### src/verilog/autotest_pkg.sv
`default_nettype none

package autotest_pkg;

  // sd card side
  typedef logic [7:0] sd_byte_t;
  typedef logic [31:0] sd_addr_t;
  typedef logic [9:0] byte_count_t;

  // block header fields
  typedef logic [31:0] signature_t;
  typedef logic [79:0] uut_key_t;
  typedef logic [63:0] uut_block_t;

  localparam int BLOCK_BYTES = 512;
  localparam int HEADER_BYTES = 25;
  localparam int RESULT_BYTES = 8;
  // header and result bytes that come before the fill
  localparam int RECORD_BYTES = HEADER_BYTES + RESULT_BYTES;

  typedef logic [HEADER_BYTES-1:0][7:0] header_t;
  typedef logic [RECORD_BYTES-1:0][7:0] record_t;

  localparam signature_t SIGNATURE_OK = 32'hAABB_CCDD;
  localparam sd_addr_t BLOCK_BASE = 32'h0010_0000;
  localparam sd_byte_t FILL_BYTE = 8'hFF;

  // short enough for simulation
  localparam int TIMEOUT_CYCLES = 2000;
  localparam int TIMER_W = $clog2(TIMEOUT_CYCLES + 1);

  typedef logic [TIMER_W-1:0] timer_t;

endpackage

`default_nettype wire

### src/verilog/sd_block_reader.sv
`timescale 1ns/1ps
`default_nettype none

module sd_block_reader (
  input  wire logic                  clk,
  input  wire logic                  rst,
  input  wire logic                  start_i,
  input  wire logic                  spi_busy_i,
  input  wire autotest_pkg::sd_byte_t spi_data_out_i,
  output logic                       spi_rst_o,
  output logic                       spi_r_block_o,
  output logic                       spi_r_byte_o,
  output logic                       hdr_valid_o,
  output autotest_pkg::sd_byte_t     hdr_byte_o,
  output logic                       done_o
);

  typedef enum logic [2:0] {
    R_IDLE,
    R_RST,
    R_RST_WAIT,
    R_OPEN,
    R_OPEN_WAIT,
    R_BYTE,
    R_BYTE_WAIT
  } rd_state_t;

  rd_state_t state;
  autotest_pkg::byte_count_t count;
  logic byte_in;

  // byte is on the bus once busy drops
  assign byte_in = (state == R_BYTE_WAIT) && !spi_busy_i;

  assign spi_rst_o = (state == R_RST);
  assign spi_r_block_o = (state != R_IDLE) && (state != R_RST) && (state != R_RST_WAIT);
  assign spi_r_byte_o = (state == R_BYTE);

  always_ff @(posedge clk)
  begin
    if (rst)
    begin
      state <= R_IDLE;
      count <= '0;
      hdr_valid_o <= 1'b0;
      done_o <= 1'b0;
    end
    else
    begin
      hdr_valid_o <= 1'b0;
      done_o <= 1'b0;
      case (state)
        R_IDLE:
          if (start_i)
          begin
            count <= '0;
            state <= R_RST;
          end
        R_RST:
          if (spi_busy_i)
            state <= R_RST_WAIT;
        R_RST_WAIT:
          if (!spi_busy_i)
            state <= R_OPEN;
        R_OPEN:
          if (spi_busy_i)
            state <= R_OPEN_WAIT;
        R_OPEN_WAIT:
          if (!spi_busy_i)
            state <= R_BYTE;
        R_BYTE:
          if (spi_busy_i)
            state <= R_BYTE_WAIT;
        R_BYTE_WAIT:
          if (byte_in)
          begin
            // bytes past the header are only drained
            hdr_valid_o <= count < autotest_pkg::byte_count_t'(autotest_pkg::HEADER_BYTES);
            count <= count + 1'b1;
            if (count == autotest_pkg::byte_count_t'(autotest_pkg::BLOCK_BYTES - 1))
            begin
              done_o <= 1'b1;
              state <= R_IDLE;
            end
            else
              state <= R_BYTE;
          end
        default:
          state <= R_IDLE;
      endcase
    end
  end

  always_ff @(posedge clk)
  begin
    if (byte_in)
      hdr_byte_o <= spi_data_out_i;
  end

endmodule

`default_nettype wire

### src/verilog/test_vector_store.sv
`timescale 1ns/1ps
`default_nettype none

module test_vector_store (
  input  wire logic                  clk,
  input  wire logic                  rst,
  input  wire logic                  clear_i,
  input  wire logic                  hdr_valid_i,
  input  wire autotest_pkg::sd_byte_t hdr_byte_i,
  output autotest_pkg::signature_t   signature_o,
  output autotest_pkg::sd_byte_t     iteration_o,
  output autotest_pkg::uut_key_t     iv_o,
  output autotest_pkg::uut_key_t     key_o
);

  autotest_pkg::header_t hdr;

  // first byte in ends up at the top
  always_ff @(posedge clk)
  begin
    if (rst || clear_i)
      hdr <= '0;
    else if (hdr_valid_i)
      hdr <= {hdr[autotest_pkg::HEADER_BYTES-2:0], hdr_byte_i};
  end

  // fields split in header order
  assign {signature_o, iteration_o, iv_o, key_o} = hdr;

endmodule

`default_nettype wire

### src/verilog/uut_test_runner.sv
`timescale 1ns/1ps
`default_nettype none

module uut_test_runner (
  input  wire logic                    clk,
  input  wire logic                    rst,
  input  wire logic                    start_i,
  input  wire logic                    end_uut_i,
  input  wire autotest_pkg::uut_block_t block_i,
  output logic                         rst_uut_o,
  output autotest_pkg::uut_block_t     result_o,
  output logic                         done_o
);

  typedef enum logic {
    U_IDLE,
    U_RUN
  } run_state_t;

  run_state_t state;
  autotest_pkg::timer_t timer;
  logic finish;

  // uut done or given up on
  assign finish = (state == U_RUN) &&
                  (end_uut_i || timer == autotest_pkg::timer_t'(autotest_pkg::TIMEOUT_CYCLES - 1));

  always_ff @(posedge clk)
  begin
    if (rst)
    begin
      state <= U_IDLE;
      timer <= '0;
      rst_uut_o <= 1'b1;
      done_o <= 1'b0;
    end
    else
    begin
      done_o <= 1'b0;
      case (state)
        U_IDLE:
          if (start_i)
          begin
            timer <= '0;
            rst_uut_o <= 1'b0;
            state <= U_RUN;
          end
        U_RUN:
          begin
            timer <= timer + 1'b1;
            if (finish)
            begin
              rst_uut_o <= 1'b1;
              done_o <= 1'b1;
              state <= U_IDLE;
            end
          end
        default:
          state <= U_IDLE;
      endcase
    end
  end

  always_ff @(posedge clk)
  begin
    if (finish)
      result_o <= block_i;
  end

endmodule

`default_nettype wire

### src/verilog/sd_block_writer.sv
`timescale 1ns/1ps
`default_nettype none

module sd_block_writer (
  input  wire logic                    clk,
  input  wire logic                    rst,
  input  wire logic                    start_i,
  input  wire logic                    spi_busy_i,
  input  wire autotest_pkg::signature_t signature_i,
  input  wire autotest_pkg::sd_byte_t   iteration_i,
  input  wire autotest_pkg::uut_key_t   iv_i,
  input  wire autotest_pkg::uut_key_t   key_i,
  input  wire autotest_pkg::uut_block_t result_i,
  output logic                         spi_w_block_o,
  output logic                         spi_w_byte_o,
  output autotest_pkg::sd_byte_t       spi_data_in_o,
  output logic                         done_o
);

  typedef enum logic [2:0] {
    W_IDLE,
    W_OPEN,
    W_OPEN_WAIT,
    W_BYTE,
    W_BYTE_WAIT
  } wr_state_t;

  wr_state_t state;
  autotest_pkg::byte_count_t count;
  autotest_pkg::record_t rec;
  autotest_pkg::uut_block_t result_le;
  logic byte_out;

  // result goes out lsb first
  assign result_le = {<<8{result_i}};

  assign byte_out = (state == W_BYTE_WAIT) && !spi_busy_i;

  assign spi_w_block_o = (state != W_IDLE);
  assign spi_w_byte_o = (state == W_BYTE);
  assign spi_data_in_o = rec[autotest_pkg::RECORD_BYTES-1];

  always_ff @(posedge clk)
  begin
    if (rst)
    begin
      state <= W_IDLE;
      count <= '0;
      done_o <= 1'b0;
    end
    else
    begin
      done_o <= 1'b0;
      case (state)
        W_IDLE:
          if (start_i)
          begin
            count <= '0;
            state <= W_OPEN;
          end
        W_OPEN:
          if (spi_busy_i)
            state <= W_OPEN_WAIT;
        W_OPEN_WAIT:
          if (!spi_busy_i)
            state <= W_BYTE;
        W_BYTE:
          if (spi_busy_i)
            state <= W_BYTE_WAIT;
        W_BYTE_WAIT:
          if (byte_out)
          begin
            count <= count + 1'b1;
            if (count == autotest_pkg::byte_count_t'(autotest_pkg::BLOCK_BYTES - 1))
            begin
              done_o <= 1'b1;
              state <= W_IDLE;
            end
            else
              state <= W_BYTE;
          end
        default:
          state <= W_IDLE;
      endcase
    end
  end

  // fill bytes shift in behind the record
  always_ff @(posedge clk)
  begin
    if (state == W_IDLE && start_i)
      rec <= {signature_i, iteration_i, iv_i, key_i, result_le};
    else if (byte_out)
      rec <= {rec[autotest_pkg::RECORD_BYTES-2:0], autotest_pkg::FILL_BYTE};
  end

endmodule

`default_nettype wire

### src/verilog/autotest_ctrl.sv
`timescale 1ns/1ps
`default_nettype none

module autotest_ctrl (
  input  wire logic                    clk,
  input  wire logic                    rst,
  input  wire logic                    read_done_i,
  input  wire logic                    run_done_i,
  input  wire logic                    write_done_i,
  input  wire autotest_pkg::signature_t signature_i,
  output logic                         read_start_o,
  output logic                         run_start_o,
  output logic                         write_start_o,
  output autotest_pkg::sd_addr_t       spi_block_addr_o,
  output logic                         halted_o
);

  typedef enum logic [2:0] {
    C_READ,
    C_READ_WAIT,
    C_CHECK,
    C_RUN_WAIT,
    C_WRITE,
    C_WRITE_WAIT,
    C_HALT
  } ctrl_state_t;

  ctrl_state_t state;
  autotest_pkg::sd_addr_t blk_count;
  logic sig_ok;

  assign sig_ok = (signature_i == autotest_pkg::SIGNATURE_OK);

  assign read_start_o = (state == C_READ);
  assign run_start_o = (state == C_CHECK) && sig_ok;
  assign write_start_o = (state == C_WRITE);
  assign halted_o = (state == C_HALT);
  assign spi_block_addr_o = autotest_pkg::BLOCK_BASE + blk_count;

  always_ff @(posedge clk)
  begin
    if (rst)
    begin
      state <= C_READ;
      blk_count <= '0;
    end
    else
    begin
      case (state)
        C_READ:
          state <= C_READ_WAIT;
        C_READ_WAIT:
          if (read_done_i)
            state <= C_CHECK;
        C_CHECK:
          state <= sig_ok ? C_RUN_WAIT : C_HALT;
        C_RUN_WAIT:
          if (run_done_i)
            state <= C_WRITE;
        C_WRITE:
          state <= C_WRITE_WAIT;
        C_WRITE_WAIT:
          if (write_done_i)
          begin
            blk_count <= blk_count + 1'b1;
            state <= C_READ;
          end
        // only a reset leaves the halt after a bad signature
        C_HALT:
          state <= C_HALT;
        default:
          state <= C_HALT;
      endcase
    end
  end

endmodule

`default_nettype wire

### src/verilog/autotest_top.sv
`timescale 1ns/1ps
`default_nettype none

module autotest_top (
  input  wire logic                    clk,
  input  wire logic                    rst,
  input  wire logic                    spi_busy_i,
  input  wire autotest_pkg::sd_byte_t   spi_data_out_i,
  input  wire logic                    end_uut_i,
  input  wire autotest_pkg::uut_block_t block_o_uut_i,
  output logic                         spi_rst_o,
  output logic                         spi_r_block_o,
  output logic                         spi_r_byte_o,
  output logic                         spi_w_block_o,
  output logic                         spi_w_byte_o,
  output autotest_pkg::sd_addr_t       spi_block_addr_o,
  output autotest_pkg::sd_byte_t       spi_data_in_o,
  output logic                         rst_uut_o,
  output autotest_pkg::uut_key_t       iv_uut_o,
  output autotest_pkg::uut_key_t       key_uut_o,
  output logic                         halted_o
);

  logic read_start;
  logic read_done;
  logic run_start;
  logic run_done;
  logic write_start;
  logic write_done;
  logic hdr_valid;
  autotest_pkg::sd_byte_t hdr_byte;
  autotest_pkg::signature_t signature;
  autotest_pkg::sd_byte_t iteration;
  autotest_pkg::uut_block_t result;

  autotest_ctrl i_autotest_ctrl (
    .clk              (clk),
    .rst              (rst),
    .read_done_i      (read_done),
    .run_done_i       (run_done),
    .write_done_i     (write_done),
    .signature_i      (signature),
    .read_start_o     (read_start),
    .run_start_o      (run_start),
    .write_start_o    (write_start),
    .spi_block_addr_o (spi_block_addr_o),
    .halted_o         (halted_o)
  );

  sd_block_reader i_sd_block_reader (
    .clk            (clk),
    .rst            (rst),
    .start_i        (read_start),
    .spi_busy_i     (spi_busy_i),
    .spi_data_out_i (spi_data_out_i),
    .spi_rst_o      (spi_rst_o),
    .spi_r_block_o  (spi_r_block_o),
    .spi_r_byte_o   (spi_r_byte_o),
    .hdr_valid_o    (hdr_valid),
    .hdr_byte_o     (hdr_byte),
    .done_o         (read_done)
  );

  // iv and key go straight to the uut
  test_vector_store i_test_vector_store (
    .clk         (clk),
    .rst         (rst),
    .clear_i     (read_start),
    .hdr_valid_i (hdr_valid),
    .hdr_byte_i  (hdr_byte),
    .signature_o (signature),
    .iteration_o (iteration),
    .iv_o        (iv_uut_o),
    .key_o       (key_uut_o)
  );

  uut_test_runner i_uut_test_runner (
    .clk       (clk),
    .rst       (rst),
    .start_i   (run_start),
    .end_uut_i (end_uut_i),
    .block_i   (block_o_uut_i),
    .rst_uut_o (rst_uut_o),
    .result_o  (result),
    .done_o    (run_done)
  );

  sd_block_writer i_sd_block_writer (
    .clk           (clk),
    .rst           (rst),
    .start_i       (write_start),
    .spi_busy_i    (spi_busy_i),
    .signature_i   (signature),
    .iteration_i   (iteration),
    .iv_i          (iv_uut_o),
    .key_i         (key_uut_o),
    .result_i      (result),
    .spi_w_block_o (spi_w_block_o),
    .spi_w_byte_o  (spi_w_byte_o),
    .spi_data_in_o (spi_data_in_o),
    .done_o        (write_done)
  );

endmodule

`default_nettype wire

### config.mk
export PLATFORM = sky130hd
export DESIGN_NAME = autotest_top
export DESIGN_NICKNAME = d
export VERILOG_FILES = /design/src/verilog/autotest_pkg.sv /design/src/verilog/sd_block_reader.sv /design/src/verilog/test_vector_store.sv /design/src/verilog/uut_test_runner.sv /design/src/verilog/sd_block_writer.sv /design/src/verilog/autotest_ctrl.sv /design/src/verilog/autotest_top.sv
export SDC_FILE = /design/constraint.sdc
export NUM_CORES = 1
export LEC_CHECK = 0
export BUFFER_PORTS_ARGS = -buffer_cell sky130_fd_sc_hd__buf_4
export CORE_MARGIN = 3
export CORE_UTILIZATION = 41
export DETAILED_ROUTE_END_ITERATION = 12
export GPL_ROUTABILITY_DRIVEN = 0
export PLACE_DENSITY = 0.56
export SLEW_MARGIN = 25
export SYNTH_ARGS = -nofsm -noshare
export SYNTH_HDL_FRONTEND = slang
export SYNTH_HIERARCHICAL = 1
export SYNTH_SLANG_ARGS = --single-unit
### constraint.sdc
create_clock -name clk -period 18.05 [get_ports clk]
set_clock_uncertainty 0.1 [all_clocks]
set_input_delay 1.805 -clock clk [delete_from_list [all_inputs] [get_ports clk]]
set_output_delay 1.805 -clock clk [all_outputs]
set_load 0.1 [all_outputs]
; ---- Word-level counts from Yosys, hierarchy flattened
; Cells that the tools add are included.
; Widths: inputs -> output; s select.
[classes]
n_addsub = 5
order_cmp = 1
n_eq_ne = 39
mux = 37
bitwise = 5
reduce_logical = 28
[op_table]
columns = op, count
row1 = $mux 264, 2
row2 = $mux 3, 14
row3 = $mux 10, 4
row4 = $pmux 10 s2, 2
row5 = $add 21x32->32 const A, 1
row6 = $add 32x1->32 const B, 1
row7 = $eq 32x32->1 const B, 1
row8 = $pmux 11 s2, 1
row9 = $eq 3x3->1 const B, 7
row10 = $pmux 3 s7, 1
row11 = $add 10x1->10 const B, 2
row12 = $eq 10x9->1 const B, 2
row13 = $ne 2x2->1 const B, 10
row14 = $eq 3x2->1 const B, 6
row15 = $pmux 3 s6, 1
row16 = $pmux 3 s5, 1
row17 = $ne 2x1->1 const B, 7
row18 = $add 11x1->11 const B, 1
row19 = $eq 11x11->1 const B, 1
row20 = $mux 11, 1
row21 = $lt 10x5->1 const B, 1
row22 = $eq 3x1->1 const B, 3
row23 = $logic_not 3->1, 3
row24 = $reduce_and 3->1, 3
row25 = 16 further kinds, 39
[word_totals]
regBits = 614
in_bits = 76
wordCells = 188

; ---- Logic depth before layout (Yosys ltp)
[depth]
depth_word = 5
depth_mapped = 8
mapped_depth_nobuf = 7

; ---- By module
; Netlist, hierarchy kept.
[by_module_without_submodules]
columns = module, n_inst, cells_per_inst, area_each_um2
row1 = sd_block_writer, 1, 1202, 12099.1
row2 = test_vector_store, 1, 645, 7333.3
row3 = uut_test_runner, 1, 135, 2585.0
row4 = autotest_ctrl, 1, 250, 2110.8
row5 = sd_block_reader, 1, 97, 1036.0

; ---- Worst setup path before layout
; OpenSTA, ideal clock, no wires.
[synth_timing]
path_type = input to register
startpoint = input spi_busy_i
endpoint = register i_sd_block_writer/rec[0] in the netlist's numbering (enable)
setup_ns = 0.637
arrival_time_ns = 8.103
t_required_ns = 17.313
slack_ns = 9.210
stages = 4
path_cell_list = or4b_1 -> buf_6 -> buf_6 -> nand2_1
[synth_via]
elab_chain_len = 3
[synth_lines]
columns = item, line
row1 = "start, declared", autotest_top.sv:7  ; input wire logic spi_busy_i,
row2 = $logic_not 1->1, sd_block_writer.sv:37  ; assign byte_out = (state == W_BYTE_WAIT) && !spi_busy_i;
row3 = $logic_and 1x1->1, sd_block_writer.sv:37
row4 = $reduce_bool 2->1 (no source line), -
row5 = "end signal, assigned", sd_block_writer.sv:92  ; rec <= {signature_i, iteration_i, iv_i, key_i, result_le};
row6 = "end signal, assigned", sd_block_writer.sv:94  ; rec <= {rec[autotest_pkg::RECORD_BYTES-2:0], autotest_pkg::FILL_BYTE};
row7 = "end, declared", sd_block_writer.sv:30  ; autotest_pkg::record_t rec;
; No other way between the ends.
; A chain may end at the register's enable or synchronous reset.

; ---- Final worst setup path
[layout_timing]
startpoint = input spi_busy_i
endpoint = register i_sd_block_writer/rec[182] in the netlist's numbering (enable)
; Same word-level chain as after synthesis.

==> impl_metrics.tcl <==
set metrics [dict create \
    share_seq_of_total_power 0.504 \
    port-buffer-count 282 \
    synthesis.instances 2329 \
    achievable-frequency_mhz 204 \
    seq_area_um2 15700 \
    placementRows 90 \
    grt_start_max_net_pins 101 \
    post_cts.resized_instances 0 \
    clk_transition_reported_paths_ps 50 \
    setup_fix_buffers_added_after_clock_tree_synthesis 0 \
    synth_compound_area_frac 0.0290 \
    drt_pass1_iterations 5 \
    critPathRequiredTime_ps 18160 \
    area_share_of_the_largest_cell_type_after_synthesis 0.401 \
    multi_input_comb_area_um2 8220 \
    cts_made_buffers 69 \
    cts.htree.levels 3 \
    netSwitchingFraction 0.201 \
    detail_route.wl_per_cell_um 16.7 \
    vias 16672 \
    cap_viol_max_count 0 \
    result_of_the_run "finished clean" \
    height_of_the_chip_um 254 \
    cellLeakagePower_nw 11.1 \
    post_synthesis_register_bit_count 614 \
    synth-seq-area-share 0.622 \
    cts_root_buffer "sky130_fd_sc_hd__clkbuf_16" \
    worst_slew_pin_slew_ps 980 \
    global_route_wire_length_before_repair_mm 89.0 \
    mux_cell_area_share_after_synthesis 0.0839 \
    power_density_nw_per_um2 98.3 \
    share_comb_of_total_power 0.013 \
    setup_crit_path_kind "primary input to flop" \
    finalSetupViolations 0 \
    timing.slew.headroom 0.347 \
    via_count_of_the_first_global_routing_pass 16014 \
    antenna_cells_inserted 0 \
    global_route.overflow_total 0 \
    area.growth.synth_to_final_pct 17.4 \
    fill_cells 5576 \
    clock_path_buffers 3 \
    ioPinCount 283 \
    switching_power_of_the_nets_mw 0.583 \
    synth_top_cells_by_area "sky130_fd_sc_hd__edfxtp_1 (40%), sky130_fd_sc_hd__dfxtp_1 (22%), sky130_fd_sc_hd__nand2_1 (12%), sky130_fd_sc_hd__mux2i_1 (8.4%), sky130_fd_sc_hd__nor2_1 (3.4%)" \
    timing.final.max_slew_violations 0 \
    vias_per_cell 4.93 \
    synth-edff-count 336 \
    crit_path_max_incr_delay_ps 820 \
    core_area_um2 60600 \
    vdd.ir_drop.worst_mv 0.0738 \
    synth_fp_nets 2411 \
    p_clk_frac 0.483 \
    unrepaired_setup_endpoints_after_global_routing "false" \
    cts_hold_repair.buffers 0 \
    p_int_mw 2.32 \
    synth-simple-area-share 0.200 \
    period_minus_slack_ps 4910 \
    timing.critical_path.mode_cell "sky130_fd_sc_hd__buf_4" \
    end_kind "flop" \
    worstSkewPairLatency_ps 600 \
    residual_antenna_violating_net_count_after_detailed_routing 0 \
    grt_use_total 0.172 \
    mappedNetlistArea_um2 25200 \
    cp_num_buf_inv 3 \
    antenna_found_initial 0 \
    synth_cell_types 65 \
    tritoncts_num_sinks 614 \
    placed_cells_incl_taps 3248 \
    final.period_utilization 0.272 \
    timing.critical_path.cells "buf_4 > or4b_1 > nand2_4 > buf_6 > buf_4" \
    yosys.area.top_type "sky130_fd_sc_hd__edfxtp_1" \
    synth-adder-area-share 0.00298 \
    detail_route.wirelength_mm 56.5 \
    hold_violations 0 \
    ys_async_sr_fraction 0 \
    cpLargestDelayFamily "buffers and inverters" \
    synth_top_family_by_area "simple AND/OR/NAND/NOR gates" \
    yosysWarningCount 6 \
    synth_top_flop_cell "sky130_fd_sc_hd__edfxtp_1" \
    drc 0 \
    synthXorXnorAreaFrac 0.0101 \
    critical-path-slowest-cell "sky130_fd_sc_hd__or4b_1" \
    critical_path_peak_fanout 80 \
    initial_utilization 0.415 \
    fin_worst_hold_slack_ps 362 \
    crit_arrival_ps 5020 \
    drt-initial-drc-count 933 \
    hold_class "flop to flop" \
    startpoint_class "primary input" \
    syn_area_per_cell_um2 10.8 \
    drive_above_1_share 0.169 \
    layout.cells.non_filler 3379 \
    area_of_the_die_um2 64400 \
    finish.net_count 2622 \
    place.detailed.hpwl_mm 35.4 \
    tritoncts_clock_tree "yes" \
    setup-tns-final_ps 0 \
    floorplan.die.width_um 254 \
]
## stage by stage
stage          power, mW  area, um2   util  setup slack [ps]
2_1_floorplan       1.52      25200      -              9210
3_3_place_gp        1.53      27100  0.448             12250
3_5_place_dp        1.53      27200  0.448             12180
4_1_cts             2.95      29500  0.486             12810
5_1_grt             3.00      29500  0.488             12950
6_report            2.90      29500  0.488             13140
## layout by cell type (no fill, tap or decap), types with 3 or more instances in the layout
cell type | netlist | routed
sky130_fd_sc_hd__nand2_1 | 801 | 800
sky130_fd_sc_hd__edfxtp_1 | 336 | 336
sky130_fd_sc_hd__buf_4 | 29 | 295
sky130_fd_sc_hd__dfxtp_1 | 278 | 277
sky130_fd_sc_hd__nor2_1 | 229 | 229
sky130_fd_sc_hd__mux2i_1 | 211 | 211
sky130_fd_sc_hd__clkbuf_16 | 0 | 72
sky130_fd_sc_hd__a21oi_1 | 38 | 38
sky130_fd_sc_hd__nand3_1 | 26 | 26
sky130_fd_sc_hd__clkbuf_1 | 26 | 20
sky130_fd_sc_hd__or3_1 | 20 | 20
sky130_fd_sc_hd__or4_1 | 19 | 19
sky130_fd_sc_hd__o21ai_0 | 18 | 18
sky130_fd_sc_hd__o31ai_1 | 18 | 18
sky130_fd_sc_hd__xnor2_1 | 16 | 16
sky130_fd_sc_hd__inv_1 | 14 | 14
sky130_fd_sc_hd__xor2_1 | 13 | 13
sky130_fd_sc_hd__clkbuf_8 | 0 | 12
sky130_fd_sc_hd__nand4_1 | 12 | 12
sky130_fd_sc_hd__nand2b_1 | 11 | 11
sky130_fd_sc_hd__clkinv_2 | 0 | 10
sky130_fd_sc_hd__nor3_1 | 9 | 9
sky130_fd_sc_hd__nor3b_1 | 8 | 8
sky130_fd_sc_hd__nor4_1 | 7 | 7
sky130_fd_sc_hd__and4_1 | 6 | 6
sky130_fd_sc_hd__or2_2 | 6 | 6
sky130_fd_sc_hd__nor2b_1 | 6 | 6
sky130_fd_sc_hd__ha_1 | 6 | 6
sky130_fd_sc_hd__inv_6 | 0 | 5
sky130_fd_sc_hd__nand4b_1 | 5 | 5
sky130_fd_sc_hd__bufinv_16 | 0 | 4
sky130_fd_sc_hd__and2_1 | 4 | 4
sky130_fd_sc_hd__o211ai_1 | 3 | 3
sky130_fd_sc_hd__a211oi_1 | 3 | 3
sky130_fd_sc_hd__a2111oi_4 | 3 | 3
sky130_fd_sc_hd__buf_16 | 0 | 3
## sequential cells by signal (all words and copies together) (netlist names), 10 cells and up
| name | flops |
|---|---|
| i_sd_block_writer/rec | 256 |
| i_test_vector_store/iv_o | 80 |
| i_test_vector_store/key_o | 80 |
| i_uut_test_runner/result_o | 64 |
| i_autotest_ctrl/blk_count | 32 |
| i_test_vector_store/signature_o | 32 |
| i_uut_test_runner/timer | 11 |
| i_sd_block_reader/count | 10 |
| i_sd_block_writer/count | 10 |
## worst paths after layout
| kind | startpoint | to | slack [ps] | cells past startpoint |
|---|---|---|---|---|
| max reg2reg | i_autotest_ctrl/state[2] | i_sd_block_writer/rec[182] | 13630 | 5 |
| min | i_uut_test_runner/timer[9] | i_uut_test_runner/timer[9] | 360 | 1 |
| max | spi_busy_i | i_sd_block_writer/rec[182] | 13140 | 5 |
| min reg2reg | i_uut_test_runner/timer[9] | i_uut_test_runner/timer[9] | 360 | 1 |
## cells by family (layout without fill, tap and decap cells)
| group | Yosys count | after routing |
|---|---|---|
| simple gates | 1193 | 1193 |
| flops | 614 | 614 |
| mux | 211 | 211 |
| buf+inv | 175 | 443 |
| compound gates | 101 | 101 |
| xor+xnor | 29 | 29 |
| fa+ha+maj | 6 | 6 |
## Yosys cell counts (3+ instances only)
library cell,instances
sky130_fd_sc_hd__and4_1,6
sky130_fd_sc_hd__nand4b_1,5
sky130_fd_sc_hd__mux2i_1,211
sky130_fd_sc_hd__clkbuf_1,26
sky130_fd_sc_hd__a21oi_1,38
sky130_fd_sc_hd__buf_4,29
sky130_fd_sc_hd__nor3_1,9
sky130_fd_sc_hd__dfxtp_1,278
sky130_fd_sc_hd__nor2_1,229
sky130_fd_sc_hd__xor2_1,13
sky130_fd_sc_hd__a211oi_1,3
sky130_fd_sc_hd__nor2b_1,6
sky130_fd_sc_hd__or2_2,6
sky130_fd_sc_hd__nor3b_1,8
sky130_fd_sc_hd__o211ai_1,3
sky130_fd_sc_hd__nand2b_1,11
sky130_fd_sc_hd__nor4_1,7
sky130_fd_sc_hd__nand4_1,12
sky130_fd_sc_hd__ha_1,6
sky130_fd_sc_hd__and2_1,4
sky130_fd_sc_hd__xnor2_1,16
sky130_fd_sc_hd__o31ai_1,18
sky130_fd_sc_hd__nand2_1,801
sky130_fd_sc_hd__o21ai_0,18
sky130_fd_sc_hd__or4_1,19
sky130_fd_sc_hd__buf_6,32
sky130_fd_sc_hd__buf_8,21
sky130_fd_sc_hd__nand3_1,26
sky130_fd_sc_hd__inv_1,14
sky130_fd_sc_hd__a2111oi_4,3
sky130_fd_sc_hd__edfxtp_1,336
sky130_fd_sc_hd__buf_2,53
sky130_fd_sc_hd__or3_1,20
## power by group through the flow
stage / clock network, mW / logic, mW / registers (mW)
2_1_floorplan: 0 / 0.0243 / 1.49
3_3_place_gp: 0 / 0.0355 / 1.49
3_5_place_dp: 0 / 0.0362 / 1.49
4_1_cts: 1.45 / 0.0362 / 1.46
5_1_grt: 1.50 / 0.0397 / 1.46
6_report: 1.40 / 0.0364 / 1.46
## layer usage
metal | share of wire | vias to the layer above | track usage
li1 | - | 8294 | -
met1 | 0.46 | 8009 | 0.233
met3 | 0.046 | 74 | 0.0399
met2 | 0.48 | 295 | 0.281
met4 | 0.017 | 0 | 0.0421
met5 | 0 | - | 0
## layout make-up
cell class,count,area share
inverter,14,0.00178
sequential,614,0.530
clock inverter,24,0.00843
timing repair buffer,301,0.0792
clock buffer,104,0.0691
multi-input combinational,1540,0.278
tap,782,0.0331
Note: power is estimated with default switching activity, not from simulation.
